--- src/rv_consts.svh ---
`ifndef RV_CONSTS_SVH
`define RV_CONSTS_SVH

// instructions fetched and decoded per cycle (1, 2 or 4)
`define RV_LANES 2

// instruction memory size in 32-bit words, power of two
`define RV_IMEM_DEPTH 64

// word address width, log2 of the depth
`define RV_IMEM_AW 6

`endif

--- src/rv_pkg.sv ---
`default_nettype none

`include "rv_consts.svh"

package rv_pkg;

    typedef logic [31:0] word_t;
    typedef logic [4:0] reg_num_t;
    typedef logic [11:0] csr_num_t;
    typedef logic [`RV_IMEM_AW-1:0] imem_addr_t;

    // one flag per decoded instruction, plus pipeline control
    typedef struct packed {
        logic LUI;
        logic AUIPC;
        logic JAL;
        logic JALR;
        logic BEQ;
        logic BNE;
        logic BLT;
        logic BGE;
        logic BLTU;
        logic BGEU;
        logic LB;
        logic LH;
        logic LW;
        logic LBU;
        logic LHU;
        logic SB;
        logic SH;
        logic SW;
        logic ADDI;
        logic SLTI;
        logic SLTIU;
        logic XORI;
        logic ORI;
        logic ANDI;
        logic SLLI;
        logic SRLI;
        logic SRAI;
        logic ADD;
        logic SUB;
        logic SLL;
        logic SLT;
        logic SLTU;
        logic XOR;
        logic SRL;
        logic SRA;
        logic OR;
        logic AND;
        logic FENCE;
        logic FENCE_I;
        logic ECALL;
        logic EBREAK;
        logic CSRRW;
        logic CSRRS;
        logic CSRRC;
        logic CSRRWI;
        logic CSRRSI;
        logic CSRRCI;
        // pipeline control
        logic ACCESS_MEM;
        logic UPDATE_REG;
        logic UPDATE_PC;
    } rv_inst_t;

endpackage

`default_nettype wire

--- src/fetch_window.sv ---
`timescale 1ns/1ps
`default_nettype none

`include "rv_consts.svh"

module fetch_window (
    input  logic                                CLK,
    input  logic                                RST_N,
    input  logic                                imem_we,
    input  rv_pkg::imem_addr_t                  imem_addr,
    input  rv_pkg::word_t                       imem_wdata,
    input  logic                                start,
    input  rv_pkg::imem_addr_t                  start_pc,
    input  logic                                run,
    output rv_pkg::word_t [`RV_LANES-1:0]       inst_code,
    output logic                                lane_ready
);

    rv_pkg::word_t mem [0:`RV_IMEM_DEPTH-1];
    rv_pkg::imem_addr_t pc;
    logic fetch;

    // start wins over run
    assign fetch = run && !start;

    // load port
    always_ff @(posedge CLK) begin
        if (imem_we) begin
            mem[imem_addr] <= imem_wdata;
        end
    end

    always_ff @(posedge CLK) begin
        if (!RST_N) begin
            pc         <= '0;
            lane_ready <= 1'b0;
        end else if (start) begin
            pc         <= start_pc;
            lane_ready <= 1'b0;
        end else if (run) begin
            // wraps at the top of memory
            pc         <= pc + rv_pkg::imem_addr_t'(`RV_LANES);
            lane_ready <= 1'b1;
        end else begin
            lane_ready <= 1'b0;
        end
    end

    // lane k gets word pc + k
    always_ff @(posedge CLK) begin
        if (fetch) begin
            for (int k = 0; k < `RV_LANES; k++) begin
                inst_code[k] <= mem[pc + rv_pkg::imem_addr_t'(k)];
            end
        end
    end

endmodule

`default_nettype wire

--- config.mk ---
export PLATFORM = sky130hd
export DESIGN_NAME = fetch_window
export DESIGN_NICKNAME = d
export VERILOG_FILES = /design/src/rv_pkg.sv /design/src/fetch_window.sv
export VERILOG_INCLUDE_DIRS = /design/src
export SDC_FILE = /design/constraint.sdc
export NUM_CORES = 2
export LEC_CHECK = 0
export BUFFER_PORTS_ARGS = -buffer_cell sky130_fd_sc_hd__buf_2
export CAP_MARGIN = 20
export CORE_MARGIN = 2
export CORE_UTILIZATION = 29
export CTS_CLUSTER_DIAMETER = 120
export DETAILED_ROUTE_END_ITERATION = 12
export GPL_ROUTABILITY_DRIVEN = 0
export PLACE_DENSITY = 0.5
export SYNTH_ARGS = -nofsm -noshare
export SYNTH_HDL_FRONTEND = slang
export SYNTH_SLANG_ARGS = --single-unit
export TNS_END_PERCENT = 5
--- constraint.sdc ---
create_clock -name CLK -period 4.1 [get_ports CLK]
set_input_delay 0.205 -clock CLK [delete_from_list [all_inputs] [get_ports CLK]]
set_output_delay 0.205 -clock CLK [all_outputs]
set_load 0.005 [all_outputs]
# After elaboration in Yosys (flattened, before gate mapping)
# Memories as Yosys holds them, arrays and structs flattened. A register that Yosys moved wholly into a read port is not among the register bits.
# Cells that the tools add are included.
# totals
memories	1
latchBits	0
ramBits	2048
inputBits	49
romBits	0
elab_cells	15
output_inout_bits	65
register_bits	7
# op_classes
n_div	0
n_shift	0
n_reduce_logical	4
mul	0
n_addsub	2
mux	5
order_cmp	0
n_eq_ne	0
bitwise	1
# memory_table
name	depth	width	rd	rd_clocked_by_memory_dff	wr	line_no	source
mem	64	32	2	2	1	fetch_window.sv:19	rv_pkg::word_t mem [0:`RV_IMEM_DEPTH-1];
# ops
operator	n
2-to-1 mux 6 bit	2
adder 6 x 1 -> 6 bit (second input constant)	1
adder 6 x 2 -> 6 bit (second input constant)	1
2-to-1 mux 1 bit	3
nonzero test 2 bit	1
OR reduction 2 bit	1
logical AND 1 bit	1
logical NOT 1 bit	1
NOT 1 bit	1

# Logic depth before layout (Yosys ltp)
# logic_depth
word_depth	3
mapped_depth	11
depth_no_buf	6

# Least setup slack after synthesis
# OpenSTA, ideal clock, no wires.
# synth_path
path_kind	in2reg
startpoint	input start
endpoint	register inst_code[0] (netlist bit), read port of mem, enable pin
slack_ns	0.507
cell_stages	2
required_time_ns	3.611
setup_ns	0.489
n_path_buf	1
arrival_time_ns	3.104
path_cell_list	clkbuf_1 > nor2_1
# synth_between
elab_chain_len	2
# synth_rtl
element	line_no	source
from (decl)	fetch_window.sv:12	input logic start,
logical NOT 1 bit	fetch_window.sv:24	assign fetch = run && !start;
logical AND 1 bit	fetch_window.sv:24	
named net fetch	fetch_window.sv:21	logic fetch;
to (decl)	fetch_window.sv:15	output rv_pkg::word_t [`RV_LANES-1:0] inst_code,
# The timed path passes the listed nets, and every way through them passes these cells.
# A chain may end at the register's enable or synchronous reset.

==> results.md <==
Outcome:
- The run finished with clean final reports.

Timing:
- The worst clock skew on the final layout is ~43 ps.
- The number of slew-limit violations in the final report was 0.
- The tightest hold path in the finished design has a slack of around 50 ps.
- Measured against its own limit, the worst slew margin works out to 0.2039.
- The achievable clock frequency is between 200 and 300 MHz.
- Setup repair after global routing left no endpoint under its margin.
- The number of endpoints failing setup at the final stage is 0.
- The actual slew at the worst max-slew pin is 1164 ps.
- The final-report hold violation count came to 0.
- After routing, the total negative slack on setup checks comes to 0 ps.
- The final critical-path share of the clock period is 0.8909.
- The clock period could shrink to 3653 ps.

Route:
- The iteration-0 DRC count of the detailed router is 6567.
- The total DRC errors in the routed layout is 0.
- The pre-antenna-repair detailed-routing pass consisted of 6 iterations.
- Summing over every cut layer, the via total after detailed routing is between 50000 and 60000.
- The average via count per standard cell is approximately 5.7.
- The post-detailed-routing wire length is 352400 um.
- The wire length per cell after detailed routing is 35.10 um.
- The post-route antenna net violation count is 0.

Logic synthesis:
- The share of the Yosys chip area taken by registers is 0.6517.
- Among all flip-flop cells after synthesis, the most frequent one is sky130_fd_sc_hd__edfxtp_1.
- The mean cell area of the mapped netlist is 19.21 um2.
- Yosys mapped a number of flops with a built-in enable equal to around 2100.
- Counting every instance in the synthesized netlist gives 5077.
- The number of distinct library cell variants in the gate-level netlist after synthesis is 51.
- After synthesis, the share of flip-flops with an asynchronous set or reset is 0.
- Synthesis produced a netlist with a net count of between 5000 and 6000.
- The Yosys step of the flow raised 0 warnings.
- The netlist area before placement is 0.09753 mm2.
- The post-synthesis sequential element count is around 2100.

Global route:
- The number of antenna violations at the first check in global routing was 36.
- Global routing finished with a remaining overflow of 0.
- The maximum number of pins on one net before global-route repair is between 90 and 100.
- The number of global-route vias before repair came to 57850.
- In the global route stage, overall resource usage came out at 0.2043.
- The first-pass GRT wire length is approximately 490000 um.

Clocking:
- Counting every sink on the clock net gives 2119.
- TritonCTS built the clock tree.
- The setup fix buffers added after clock tree synthesis is 0.
- The clock insertion delay at the later pin of the skew report is about 910 ps.
- Once the clock tree was built, the resizer swapped 0 gates to a different size.
- Clock-pin slew was measured on the worst setup and hold paths at roughly 60 ps.
- The buffer cell driving the clock tree root is sky130_fd_sc_hd__clkbuf_16.
- The longest clock path from root to sink contains 4 buffers.
- TritonCTS created ~230 clock buffers.
- The H-tree depth is 4.

Setup path:
- The data arrival time of the critical path is between 4000 and 5000 ps.
- The sort of element at the end of the critical path is a flip-flop.
- The master of the slowest instance on the critical path is sky130_fd_sc_hd__a2111oi_0.
- The worst setup path is launched from a flip-flop.
- The launch instance of the worst register-to-register path is pc[0].
- The cell that appears most often on the critical path is sky130_fd_sc_hd__buf_4.
- The worst setup path is of the flip-flop to flip-flop kind.
- The worst register-to-register path has a depth of 8.
- The setup slack of the most critical reg-to-reg path is approximately 450 ps.
- Of all nets on the critical path, the largest fanout is 21.
- The critical register-to-register path endpoint is inst_code[6].
- The maximum single-stage delay on the critical path is approximately 900 ps.
- The signal on the critical path passes through buf_12, buf_4, mux4_2, mux2i_1, nor2_1, a2111oi_0, o31ai_2, buf_4.
- The data required time at the worst endpoint is approximately 4700 ps.
- The first element of the critical path is pc[0].
- The most critical setup path has its endpoint at inst_code[6].

Pwr:
- The power per unit of standard cell area is between 400 and 500 mW/mm2.
- IR analysis of the VDD net gives a maximum drop of 375.2 uV.
- The leakage power is 35.16 nW.
- The total power is about 50 mW.

Layout:
- The fraction of layout cells with a size suffix above 1 is 0.3324.
- Leaving out fill and tap cells, the most frequent cell in the layout is sky130_fd_sc_hd__edfxtp_1.
- The area growth from synthesis to layout is 17.33%.
- For this run, the share of the core covered by cells in the final layout is 0.3424.
- The top cell types in the final layout, fill and taps aside, are sky130_fd_sc_hd__edfxtp_1 (2112), sky130_fd_sc_hd__mux4_2 (900), sky130_fd_sc_hd__mux2i_1 (416), sky130_fd_sc_hd__nand2_1 (366), sky130_fd_sc_hd__buf_4 (268).
- The post-layout net count is ~5500.
- Fill cells in the final layout number between 30000 and 40000.

Min path:
- The type of the worst min-delay path is input pin to flip-flop.
- The start point of the worst min-delay path is imem_wdata[13].

Run:
- The max-cap check violation count is 0.

Floorplan:
- approximately 110 I/O pins were placed.
- The full die area is approximately 0.34 mm2.
- The initialized floorplan defines ~210 standard-cell rows.
- For this configuration, the core starts out at a cell density of 0.2918.
- The die extent in y is 583.9 um.
- In this run the standard cell core region covers 0.3342 mm2.
- The die width is ~580 um.

Placed design:
- During placement, the flow inserted port buffers numbering around 110.
- The HPWL after detailed placement is 216200 um.
[worst max-delay path, delay by kind of cell, from the launching register on]
family	cells	cell delay, ps
AOI/OAI and AO/OA	2	1030
buffers and inverters	3	860
DFF	1	750
muxes	2	600
and+or+nand+nor	1	80
[registers in the layout, summed over array words and instances, names as in the netlist]
register and flops:
lane_ready 1, mem 2048, pc 6, inst_code 64
[what timing repair did]
| action | CTS | global route |
|---|---|---|
| endpoints found under the hold margin | 302 | 1195 |
| setup endpoints to repair | 0 | 0 |
| hold buffers | 20 | 20 |
[routing by layer]
metal  up-vias  track usage  part of all wire
li1      22520            -                 -
met1     31690       0.2686              0.40
met2      2580       0.3361              0.48
met3       578      0.03636             0.071
met4         8      0.07920             0.042
met5         -            0           0.00014
[cell families after synthesis]
logic type                 synth area share
DFF                                  0.6517
muxes                                0.2586
and+or+nand+nor                     0.03071
AOI/OAI and AO/OA                   0.03698
buffers and inverters               0.02079
xor gates and xnor gates          0.0009750
adders and majority gates         0.0002565
[where the power goes]
| part | leakage (nW) | internal (mW) | switching [mW] |
|---|---|---|---|
| combinational | 12.5 | 2.37 | 3.25 |
| clock | 3.54 | 11.7 | 8.72 |
| sequential | 19.1 | 24.1 | 0.205 |
[through the flow]
| stage | instance area, um2 | instances | worst slack (ps) |
|---|---|---|---|
| global placement | 106300 | 9543 | -6.563 |
| global route | 114400 | 10030 | 386.8 |
| detailed placement | 106400 | 9548 | 346.3 |
| CTS | 113800 | 9984 | 338.3 |
| finish | 114400 | 10040 | 447.5 |
| floorplan | 97530 | 5077 | 507.4 |
[cell type report]
cell class / count / area (um2) / area share
Antenna cell: 15 / 37.54 / 0.0003280
Clock buffer: 275 / 5988 / 0.05233
Sequential cell: 2119 / 63580 / 0.5556
Tap cell: 4387 / 5489 / 0.04796
Inverter: 2 / 7.507 / 0.00006560
Multi-Input combinational cell: 2548 / 32530 / 0.2843
Timing Repair Buffer: 552 / 5574 / 0.04871
Clock inverter: 141 / 1226 / 0.01071
[worst min path at each step]
stage,slack (ps),cells after the start,to
after floorplan,300,0,mem[0][0]
after global placement,490,2,pc[3]
after detailed placement,490,2,pc[3]
after CTS,2,1,mem[21][13]
after global routing,80,4,pc[2]
final,50,1,mem[29][13]
[cells in the mapped netlist (33+ instances only)]
master                     number  area [um2]
sky130_fd_sc_hd__a31oi_1       57       356.6
sky130_fd_sc_hd__and3_1       113       706.9
sky130_fd_sc_hd__buf_1         48       180.2
sky130_fd_sc_hd__buf_2        160       800.8
sky130_fd_sc_hd__buf_4         33       247.7
sky130_fd_sc_hd__clkbuf_1     146       548.0
sky130_fd_sc_hd__edfxtp_1    2112       63420
sky130_fd_sc_hd__mux2_2        70       788.3
sky130_fd_sc_hd__mux2i_1      416        4164
sky130_fd_sc_hd__mux4_2       900       20270
sky130_fd_sc_hd__nand2_1      368        1381
sky130_fd_sc_hd__nor2_1       169       634.4
sky130_fd_sc_hd__o221ai_1      97       849.6
sky130_fd_sc_hd__o22ai_1       67       419.2
(Power assumes the default switching activity.)
