<file path="config.mk">
export PLATFORM = sky130hd
export DESIGN_NAME = rv_decode
export DESIGN_NICKNAME = d
export VERILOG_FILES = /design/src/rv_pkg.sv /design/src/rv_decode.sv
export VERILOG_INCLUDE_DIRS = /design/src
export SDC_FILE = /design/constraint.sdc
export NUM_CORES = 1
export LEC_CHECK = 0
export ABC_AREA = 1
export BUFFER_PORTS_ARGS = -buffer_cell sky130_fd_sc_hd__buf_2
export CORE_ASPECT_RATIO = 0.6
export CORE_UTILIZATION = 49
export CTS_CLUSTER_DIAMETER = 100
export DETAILED_ROUTE_END_ITERATION = 8
export PLACE_DENSITY = 0.85
export SKIP_CTS_REPAIR_TIMING = 1
export SLEW_MARGIN = 20
export SYNTH_ARGS = -nofsm -noshare
export SYNTH_HDL_FRONTEND = slang
export SYNTH_SLANG_ARGS = --single-unit
</file>
<file path="constraint.sdc">
create_clock -name CLK -period 3.7 [get_ports CLK]
set_input_delay 0.37 -clock CLK [delete_from_list [all_inputs] [get_ports CLK]]
set_output_delay 0.37 -clock CLK [all_outputs]
set_load 0.1 [all_outputs]
</file>
<file path="src/rv_consts.svh">
`ifndef RV_CONSTS_SVH
`define RV_CONSTS_SVH

// instructions fetched and decoded per cycle (1, 2 or 4)
`define RV_LANES 2

// instruction memory size in 32-bit words, power of two
`define RV_IMEM_DEPTH 64

// word address width, log2 of the depth
`define RV_IMEM_AW 6

`endif

</file>
<file path="src/rv_pkg.sv">
`default_nettype none

`include "rv_consts.svh"

package rv_pkg;

    typedef logic [31:0] word_t;
    typedef logic [4:0] reg_num_t;
    typedef logic [11:0] csr_num_t;
    typedef logic [`RV_IMEM_AW-1:0] imem_addr_t;

    // one flag per decoded instruction, plus pipeline control
    typedef struct packed {
        logic LUI;
        logic AUIPC;
        logic JAL;
        logic JALR;
        logic BEQ;
        logic BNE;
        logic BLT;
        logic BGE;
        logic BLTU;
        logic BGEU;
        logic LB;
        logic LH;
        logic LW;
        logic LBU;
        logic LHU;
        logic SB;
        logic SH;
        logic SW;
        logic ADDI;
        logic SLTI;
        logic SLTIU;
        logic XORI;
        logic ORI;
        logic ANDI;
        logic SLLI;
        logic SRLI;
        logic SRAI;
        logic ADD;
        logic SUB;
        logic SLL;
        logic SLT;
        logic SLTU;
        logic XOR;
        logic SRL;
        logic SRA;
        logic OR;
        logic AND;
        logic FENCE;
        logic FENCE_I;
        logic ECALL;
        logic EBREAK;
        logic CSRRW;
        logic CSRRS;
        logic CSRRC;
        logic CSRRWI;
        logic CSRRSI;
        logic CSRRCI;
        // pipeline control
        logic ACCESS_MEM;
        logic UPDATE_REG;
        logic UPDATE_PC;
    } rv_inst_t;

endpackage

`default_nettype wire

</file>
<file path="src/rv_decode.sv">
`timescale 1ns/1ps
`default_nettype none

module rv_decode (
    input  logic             CLK,
    input  logic             RST_N,
    input  logic             READY,
    input  rv_pkg::word_t    INST_CODE,
    output rv_pkg::reg_num_t RS1_NUM,
    output rv_pkg::reg_num_t RS2_NUM,
    output rv_pkg::reg_num_t RD_NUM,
    output rv_pkg::csr_num_t CSR_NUM,
    output logic [4:0]       CSR_ZIMM,
    output rv_pkg::word_t    IMM,
    output rv_pkg::rv_inst_t INST
);

    localparam logic [6:0] OP_LUI    = 7'b0110111;
    localparam logic [6:0] OP_AUIPC  = 7'b0010111;
    localparam logic [6:0] OP_JAL    = 7'b1101111;
    localparam logic [6:0] OP_JALR   = 7'b1100111;
    localparam logic [6:0] OP_BRANCH = 7'b1100011;
    localparam logic [6:0] OP_LOAD   = 7'b0000011;
    localparam logic [6:0] OP_STORE  = 7'b0100011;
    localparam logic [6:0] OP_IMM    = 7'b0010011;
    localparam logic [6:0] OP_REG    = 7'b0110011;
    localparam logic [6:0] OP_FENCE  = 7'b0001111;
    localparam logic [6:0] OP_SYSTEM = 7'b1110011;

    logic [6:0] opcode;
    logic [2:0] funct3;
    logic [6:0] funct7;
    logic r_type, i_type, s_type, b_type, u_type, j_type;
    logic csr_type, csr_i_type;
    logic alt;
    rv_pkg::word_t imm_d;
    rv_pkg::rv_inst_t inst_d;

    assign opcode = INST_CODE[6:0];
    assign funct3 = INST_CODE[14:12];
    assign funct7 = INST_CODE[31:25];
    // SUB, SRA and SRAI use funct7 0100000
    assign alt    = funct7 == 7'b0100000;

    assign r_type     = opcode == OP_REG;
    assign i_type     = opcode == OP_LOAD || opcode == OP_IMM || opcode == OP_JALR;
    assign s_type     = opcode == OP_STORE;
    assign b_type     = opcode == OP_BRANCH;
    assign u_type     = opcode == OP_LUI || opcode == OP_AUIPC;
    assign j_type     = opcode == OP_JAL;
    // system opcode split by funct3[2] into register and immediate forms
    assign csr_type   = opcode == OP_SYSTEM && !funct3[2];
    assign csr_i_type = opcode == OP_SYSTEM && funct3[2];

    assign RD_NUM  = (READY && (r_type || i_type || u_type || j_type || csr_type || csr_i_type))
                     ? INST_CODE[11:7] : '0;
    assign RS1_NUM = (READY && (r_type || i_type || s_type || b_type || csr_type))
                     ? INST_CODE[19:15] : '0;
    assign RS2_NUM = (READY && (r_type || s_type || b_type)) ? INST_CODE[24:20] : '0;
    assign CSR_NUM = (READY && (csr_type || csr_i_type)) ? INST_CODE[31:20] : '0;

    always_comb begin
        if (opcode == OP_IMM && funct3[1:0] == 2'b01) begin
            // shift amount, zero extended
            imm_d = {27'b0, INST_CODE[24:20]};
        end else if (i_type) begin
            imm_d = {{20{INST_CODE[31]}}, INST_CODE[31:20]};
        end else if (s_type) begin
            imm_d = {{20{INST_CODE[31]}}, funct7, INST_CODE[11:7]};
        end else if (b_type) begin
            imm_d = {{20{INST_CODE[31]}}, INST_CODE[7], INST_CODE[30:25],
                     INST_CODE[11:8], 1'b0};
        end else if (u_type) begin
            imm_d = {INST_CODE[31:12], 12'b0};
        end else if (j_type) begin
            imm_d = {{12{INST_CODE[31]}}, INST_CODE[19:12], INST_CODE[20],
                     INST_CODE[30:21], 1'b0};
        end else begin
            imm_d = '0;
        end
    end

    always_comb begin
        inst_d = '0;
        case (opcode)
            OP_LUI:   inst_d.LUI   = 1'b1;
            OP_AUIPC: inst_d.AUIPC = 1'b1;
            OP_JAL: begin
                inst_d.JAL       = 1'b1;
                inst_d.UPDATE_PC = 1'b1;
            end
            OP_JALR: begin
                inst_d.JALR      = 1'b1;
                inst_d.UPDATE_PC = 1'b1;
            end
            OP_BRANCH: begin
                inst_d.BEQ       = funct3 == 3'b000;
                inst_d.BNE       = funct3 == 3'b001;
                inst_d.BLT       = funct3 == 3'b100;
                inst_d.BGE       = funct3 == 3'b101;
                inst_d.BLTU      = funct3 == 3'b110;
                inst_d.BGEU      = funct3 == 3'b111;
                inst_d.UPDATE_PC = 1'b1;
            end
            OP_LOAD: begin
                inst_d.LB         = funct3 == 3'b000;
                inst_d.LH         = funct3 == 3'b001;
                inst_d.LW         = funct3 == 3'b010;
                inst_d.LBU        = funct3 == 3'b100;
                inst_d.LHU        = funct3 == 3'b101;
                inst_d.ACCESS_MEM = 1'b1;
                // loads stall fetch until the data returns
                inst_d.UPDATE_PC  = 1'b1;
            end
            OP_STORE: begin
                inst_d.SB         = funct3 == 3'b000;
                inst_d.SH         = funct3 == 3'b001;
                inst_d.SW         = funct3 == 3'b010;
                inst_d.ACCESS_MEM = 1'b1;
            end
            OP_IMM: begin
                inst_d.ADDI  = funct3 == 3'b000;
                inst_d.SLTI  = funct3 == 3'b010;
                inst_d.SLTIU = funct3 == 3'b011;
                inst_d.XORI  = funct3 == 3'b100;
                inst_d.ORI   = funct3 == 3'b110;
                inst_d.ANDI  = funct3 == 3'b111;
                inst_d.SLLI  = funct3 == 3'b001 && funct7 == 7'b0;
                inst_d.SRLI  = funct3 == 3'b101 && funct7 == 7'b0;
                inst_d.SRAI  = funct3 == 3'b101 && alt;
            end
            OP_REG: begin
                inst_d.ADD  = funct3 == 3'b000 && funct7 == 7'b0;
                inst_d.SUB  = funct3 == 3'b000 && alt;
                inst_d.SLL  = funct3 == 3'b001 && funct7 == 7'b0;
                inst_d.SLT  = funct3 == 3'b010 && funct7 == 7'b0;
                inst_d.SLTU = funct3 == 3'b011 && funct7 == 7'b0;
                inst_d.XOR  = funct3 == 3'b100 && funct7 == 7'b0;
                inst_d.SRL  = funct3 == 3'b101 && funct7 == 7'b0;
                inst_d.SRA  = funct3 == 3'b101 && alt;
                inst_d.OR   = funct3 == 3'b110 && funct7 == 7'b0;
                inst_d.AND  = funct3 == 3'b111 && funct7 == 7'b0;
            end
            OP_FENCE: begin
                inst_d.FENCE   = funct3 == 3'b000;
                inst_d.FENCE_I = funct3 == 3'b001;
            end
            OP_SYSTEM: begin
                inst_d.ECALL     = funct3 == 3'b000 && INST_CODE[31:20] == 12'h000;
                inst_d.EBREAK    = funct3 == 3'b000 && INST_CODE[31:20] == 12'h001;
                inst_d.CSRRW     = funct3 == 3'b001;
                inst_d.CSRRS     = funct3 == 3'b010;
                inst_d.CSRRC     = funct3 == 3'b011;
                inst_d.CSRRWI    = funct3 == 3'b101;
                inst_d.CSRRSI    = funct3 == 3'b110;
                inst_d.CSRRCI    = funct3 == 3'b111;
                inst_d.UPDATE_PC = funct3 == 3'b000;
            end
            default: ;
        endcase
        inst_d.UPDATE_REG = RD_NUM != '0;
    end

    // everything below reads zero while READY is low
    always_ff @(posedge CLK) begin
        if (!RST_N) begin
            IMM      <= '0;
            CSR_ZIMM <= '0;
            INST     <= '0;
        end else if (READY) begin
            IMM      <= imm_d;
            CSR_ZIMM <= csr_i_type ? INST_CODE[19:15] : 5'b0;
            INST     <= inst_d;
        end else begin
            IMM      <= '0;
            CSR_ZIMM <= '0;
            INST     <= '0;
        end
    end

endmodule

`default_nettype wire

</file>
=== After elaboration in Yosys (flattened, before gate mapping) ===
Cells that the tools add are included.

* Register bits: 87
* Output and inout bits: 114
* Logic and storage cells: 142

* Equal/unequal tests: 21
* Muxes and demuxes: 16
* Bitwise logic cells: 2
* Reductions and logical operators: 50

{| class="wikitable"
|+ Operators by type and width
! cell !! number
|-
| 32-bit two-way mux || 5
|-
| 7-bit by 6-bit == test with 1-bit output, second input constant || 4
|-
| 7-bit == test, second input constant || 4
|-
| 3-bit AND reduction || 8
|-
| 5-bit two-way mux || 4
|-
| 1-bit logical AND || 19
|-
| 7-bit by 5-bit == test with 1-bit output, second input constant || 2
|-
| 1-bit logical OR || 14
|-
| 12-bit by 1-bit == test with 1-bit output, second input constant || 1
|-
| 3-bit == test, second input constant || 4
|-
| 12-bit zero test || 1
|-
| 12-bit two-way mux || 1
|-
| 7-bit by 2-bit == test with 1-bit output, second input constant || 1
|-
| 7-bit by 4-bit == test with 1-bit output, second input constant || 1
|-
| 7-bit zero test || 1
|-
| 3-bit by 2-bit == test with 1-bit output, second input constant || 2
|-
| 1-bit two-way mux || 5
|-
| 5-bit nonzero test || 1
|-
| 4-bit OR reduction || 1
|-
| 3-bit by 1-bit == test with 1-bit output, second input constant || 1
|-
| 3-bit zero test || 1
|-
| 3-bit OR reduction || 1
|-
| 2-bit by 1-bit == test with 1-bit output, second input constant || 1
|-
| 1-bit inverter || 2
|-
| other kinds (4) || 4
|}

=== Depth between registers and ports, before layout ===
* Word-level depth: 11
* Mapped depth: 10
* Gate-level depth less buffers: 10

=== Worst setup path before layout ===
No wires, ideal clock.

* Kind: in2out
* From: input INST_CODE[1]
* To: output RS1_NUM[0]
* Arrival: 2484 ps
* Data required time: 3330 ps
* Setup slack: 846 ps
* Stages: 10
* Path buffers: 0
* Path through: nand2_1 inv_1 nand2_1 nor2_1 inv_2 nand2_1 nand2_2 o21ai_0 a21oi_2 nor2_1

* Cells in the longest elaborated chain, start to end: 9
* Elaborated cells on any way between the ends: 16
* Those cells by class: eq/ne: 7; mux: 1; reduce/logical: 8

{| class="wikitable"
|+ RTL lines
! what !! RTL line !! RTL
|-
| start, declared || rv_decode.sv:8 || <nowiki>input rv_pkg::word_t INST_CODE,</nowiki>
|-
| 7-bit by 2-bit == test with 1-bit output or 7-bit by 5-bit == test with 1-bit output (tied branches) || rv_decode.sv:46 || <nowiki>assign i_type = opcode == OP_LOAD || opcode == OP_IMM || opcode == OP_JALR;</nowiki>
|-
| 1-bit logical OR (2 in a row) || rv_decode.sv:46 ||
|-
| 1-bit logical OR (3 in a row) || rv_decode.sv:57 || <nowiki>assign RS1_NUM = (READY && (r_type || i_type || s_type || b_type || csr_type))</nowiki>
|-
| 1-bit logical OR (*) || rv_decode.sv:57 ||
|-
| 1-bit logical AND (*) || rv_decode.sv:57 ||
|-
| 5-bit two-way mux (*) || rv_decode.sv:58 || <nowiki>? INST_CODE[19:15] : '0;</nowiki>
|-
| end, declared || rv_decode.sv:9 || <nowiki>output rv_pkg::reg_num_t RS1_NUM,</nowiki>
|}

Mark *: on every way between the ends. The rest lies on a longest branch, timed or not.

=== Worst setup path after layout ===
* From: input INST_CODE[3]
* To: output RS1_NUM[4]

The elaborated chain is that of the path after synthesis.

==> flow_summary_export.csv <==
group,metric,value,unit
sta,drv_slew,0,
setup_path,critPathKind,"in2out",
grt,grt_max_degree,23,
route,drc,0,
power,p_leak,2.17,nW
cts,cts_sinks,87,
synth,synth_edf_count,0,
synth,yosysWarnings,0,
final_layout,fill_cells,468,
final_layout,final_area,4040,sq um
floorplanning,rows,21,
route,ant_nets,0,
floorplanning,die_w,103,microns
cts,ctsLongestPathBuffers,2,
route,wl,8410,microns
grt,grt_overflow,0,
sta,fin_crit_sh,72.2,%
place,pre_cts_slack,1.04,ns
synth,synth_nets,408,
grt,first_global_vias,2662,
sta,rsz0062_at_grt,"no",
cts,root_buffer,"clkbuf_8",
power,powerDensity,434,nW/um^2
setup_path,required,3.33,ns
cts,cts-buffers-inserted,9,
place,gp_congestion,0.947,
sta,clock.fmax,374,MHz
sta,setup_ws,1.03,ns
final_layout,num_antenna_cells,0,
final_layout,utilization,70.2,%
sta,finalHoldWorstSlack,0.250,ns
final_layout,fin_nets,558,
hold_path,worstHoldPathType,"in2reg",
synth,yosysSeqAreaShare,57.6,%
final_layout,synthToLayoutAreaGrowth,33.5,%
floorplanning,pin_count,149,
final_layout,final-seq-area,1740,sq um
final_layout,drive_gt1_share,35.0,%
route,vias,2984,
setup_path,endpoint_kind,"output port",
final_layout,multiInputGateArea,1030,sq um
synth,yosysTopAreaCell,"dfxtp_1",
route,post_drt_wl_per_cell,13.8,microns
place,dpl_cell_area,3820,sq um
sta,fin_setup_tns,0,ns
place,place_inst,592,
synth,synth-main-ff-cell,"dfxtp_1",
floorplanning,die-area,6500,sq um
power,ir_worst_vdd,0.218,mV
setup_path,critPathMaxStageDelay,0.43,ns
synth,yosysMostFrequentCell,"nor2_1",
route,drt_pass1_iterations,5,
cts,clkTransAtPathRegs,0.08,ns
sta,setup_viol,0,
run,cap_violations,0,
setup_path,cp-start-kind,"primary input",
synth,yosysTopAreaCellShare,57.6,%
power,p_total,1.75,mW
setup_path,path_cells,"buf_2, nor2_1, nand2_1, nor2_2, nand3_1, o21ai_0, a21oi_2, nor2_1, buf_2",
synth,synth_area,3030,sq um
outcome,status,"completed",
synth,asyncSetResetFlopFracSynth,0,%
synth,ys_ff_latch,87,
floorplanning,die_h,62.9,microns
floorplanning,initial_core_util,52.6,%
place,place.port_buffers,148,
setup_path,cpMaxStageDelayCell,"buf_2",
synth,syn_avg_cell_area,8.11,sq um
sta,period_needed,2.67,ns
grt,grt_use_total,26.4,%
route,dr.first_iter.drc_count,241,
route,via_per_inst,4.91,
floorplanning,core_area,5750,sq um
place,dp_hpwl,6620,microns
sta,final_hold_viol_count,0,
synth,synth_area_leaders,"dfxtp_1 (58%), nor2_1 (11%), inv_1 (5.6%)",
sta,slew_headroom,54.9,%
sta,tightestPinTransition,0.671,ns
setup_path,crit_arrival,2.30,ns
grt,grt_first_pass_wirelength,12900,microns
synth,synthTopCellsByCount,"nor2_1 (90), dfxtp_1 (87), inv_1 (45), nand2_1 (44), nand3_1 (27)",
grt,antenna_found_initial,0,
setup_path,path_max_fanout,13,
final_layout,stdcell_count,608,
cts,htree_levels,3,
synth,syn_inst,373,
synth,synth.distinct_cells,27,
cts,cts_tree,"done",
-- placed cells by master (no fill, tap or decap), drive strengths merged --
cell,netlist,routed
a21oi,17,17
a31oi,11,11
and3,1,1
buf,7,151
bufinv,0,1
clkbuf,5,11
clkinv,0,2
clkinvlp,0,1
dfxtp,87,87
inv,50,51
nand2,47,47
nand3,28,28
nand4,3,3
nor2,94,94
nor3,6,6
nor4,4,4
o21ai,8,8
o22ai,2,2
o31ai,1,1
or2,2,2
-- final timing paths --
| path | from | endpoint | slack [ns] | cells past startpoint |
|---|---|---|---|---|
| max | INST_CODE[3] | RS1_NUM[4] | 1.03 | 9 |
| min | INST_CODE[20] | INST[10]$_SDFF_PN0_ | 0.25 | 2 |
-- area by class of cell --
| type | count | area share, % |
|---|---|---|
| well taps | 80 | 2.48 |
| repair buffers | 151 | 18.9 |
| inverters | 50 | 4.65 |
| multi-input cells | 224 | 25.5 |
| flip-flops and latches | 87 | 43.1 |
| clock inverters | 5 | 1.58 |
| clock buffers | 11 | 3.75 |
-- cell families (layout without fill, tap and decap cells) --
family                 Yosys count  count (layout)  share of synthesized area, %
AND/OR/NAND/NOR                185             185                          26.8
buffers and inverters           62             217                          8.40
AO/OA/AOI/OAI                   39              39                          7.20
flip-flops                      87              87                          57.6
-- per-layer routing --
metal / up-vias / track usage, % / share of wire (%)
met5: - / 0 / 0
met1: 1341 / 35.9 / 47
met3: 11 / 7.27 / 8.7
met2: 160 / 40.2 / 43
met4: 0 / 8.80 / 1.1
li1: 1472 / - / -
-- sequential cells by signal, indices dropped and copies added, names as in the netlist --
signal and count:
IMM 32, INST 50, CSR_ZIMM 5
-- critical path: cells and delay by family --
| kind | cells | cell delay (ns) |
|---|---|---|
| and+or+nand+nor | 5 | 0.89 |
| buffers and inverters | 2 | 0.56 |
| AOI/OAI and AO/OA | 2 | 0.47 |
-- power breakdown --
part / switching (mW) / internal [mW] / total [mW]
logic: 0.100 / 0.0291 / 0.129
clock network: 0.330 / 0.354 / 0.683
registers: 0.000754 / 0.938 / 0.939
(Power assumes the default switching activity.)
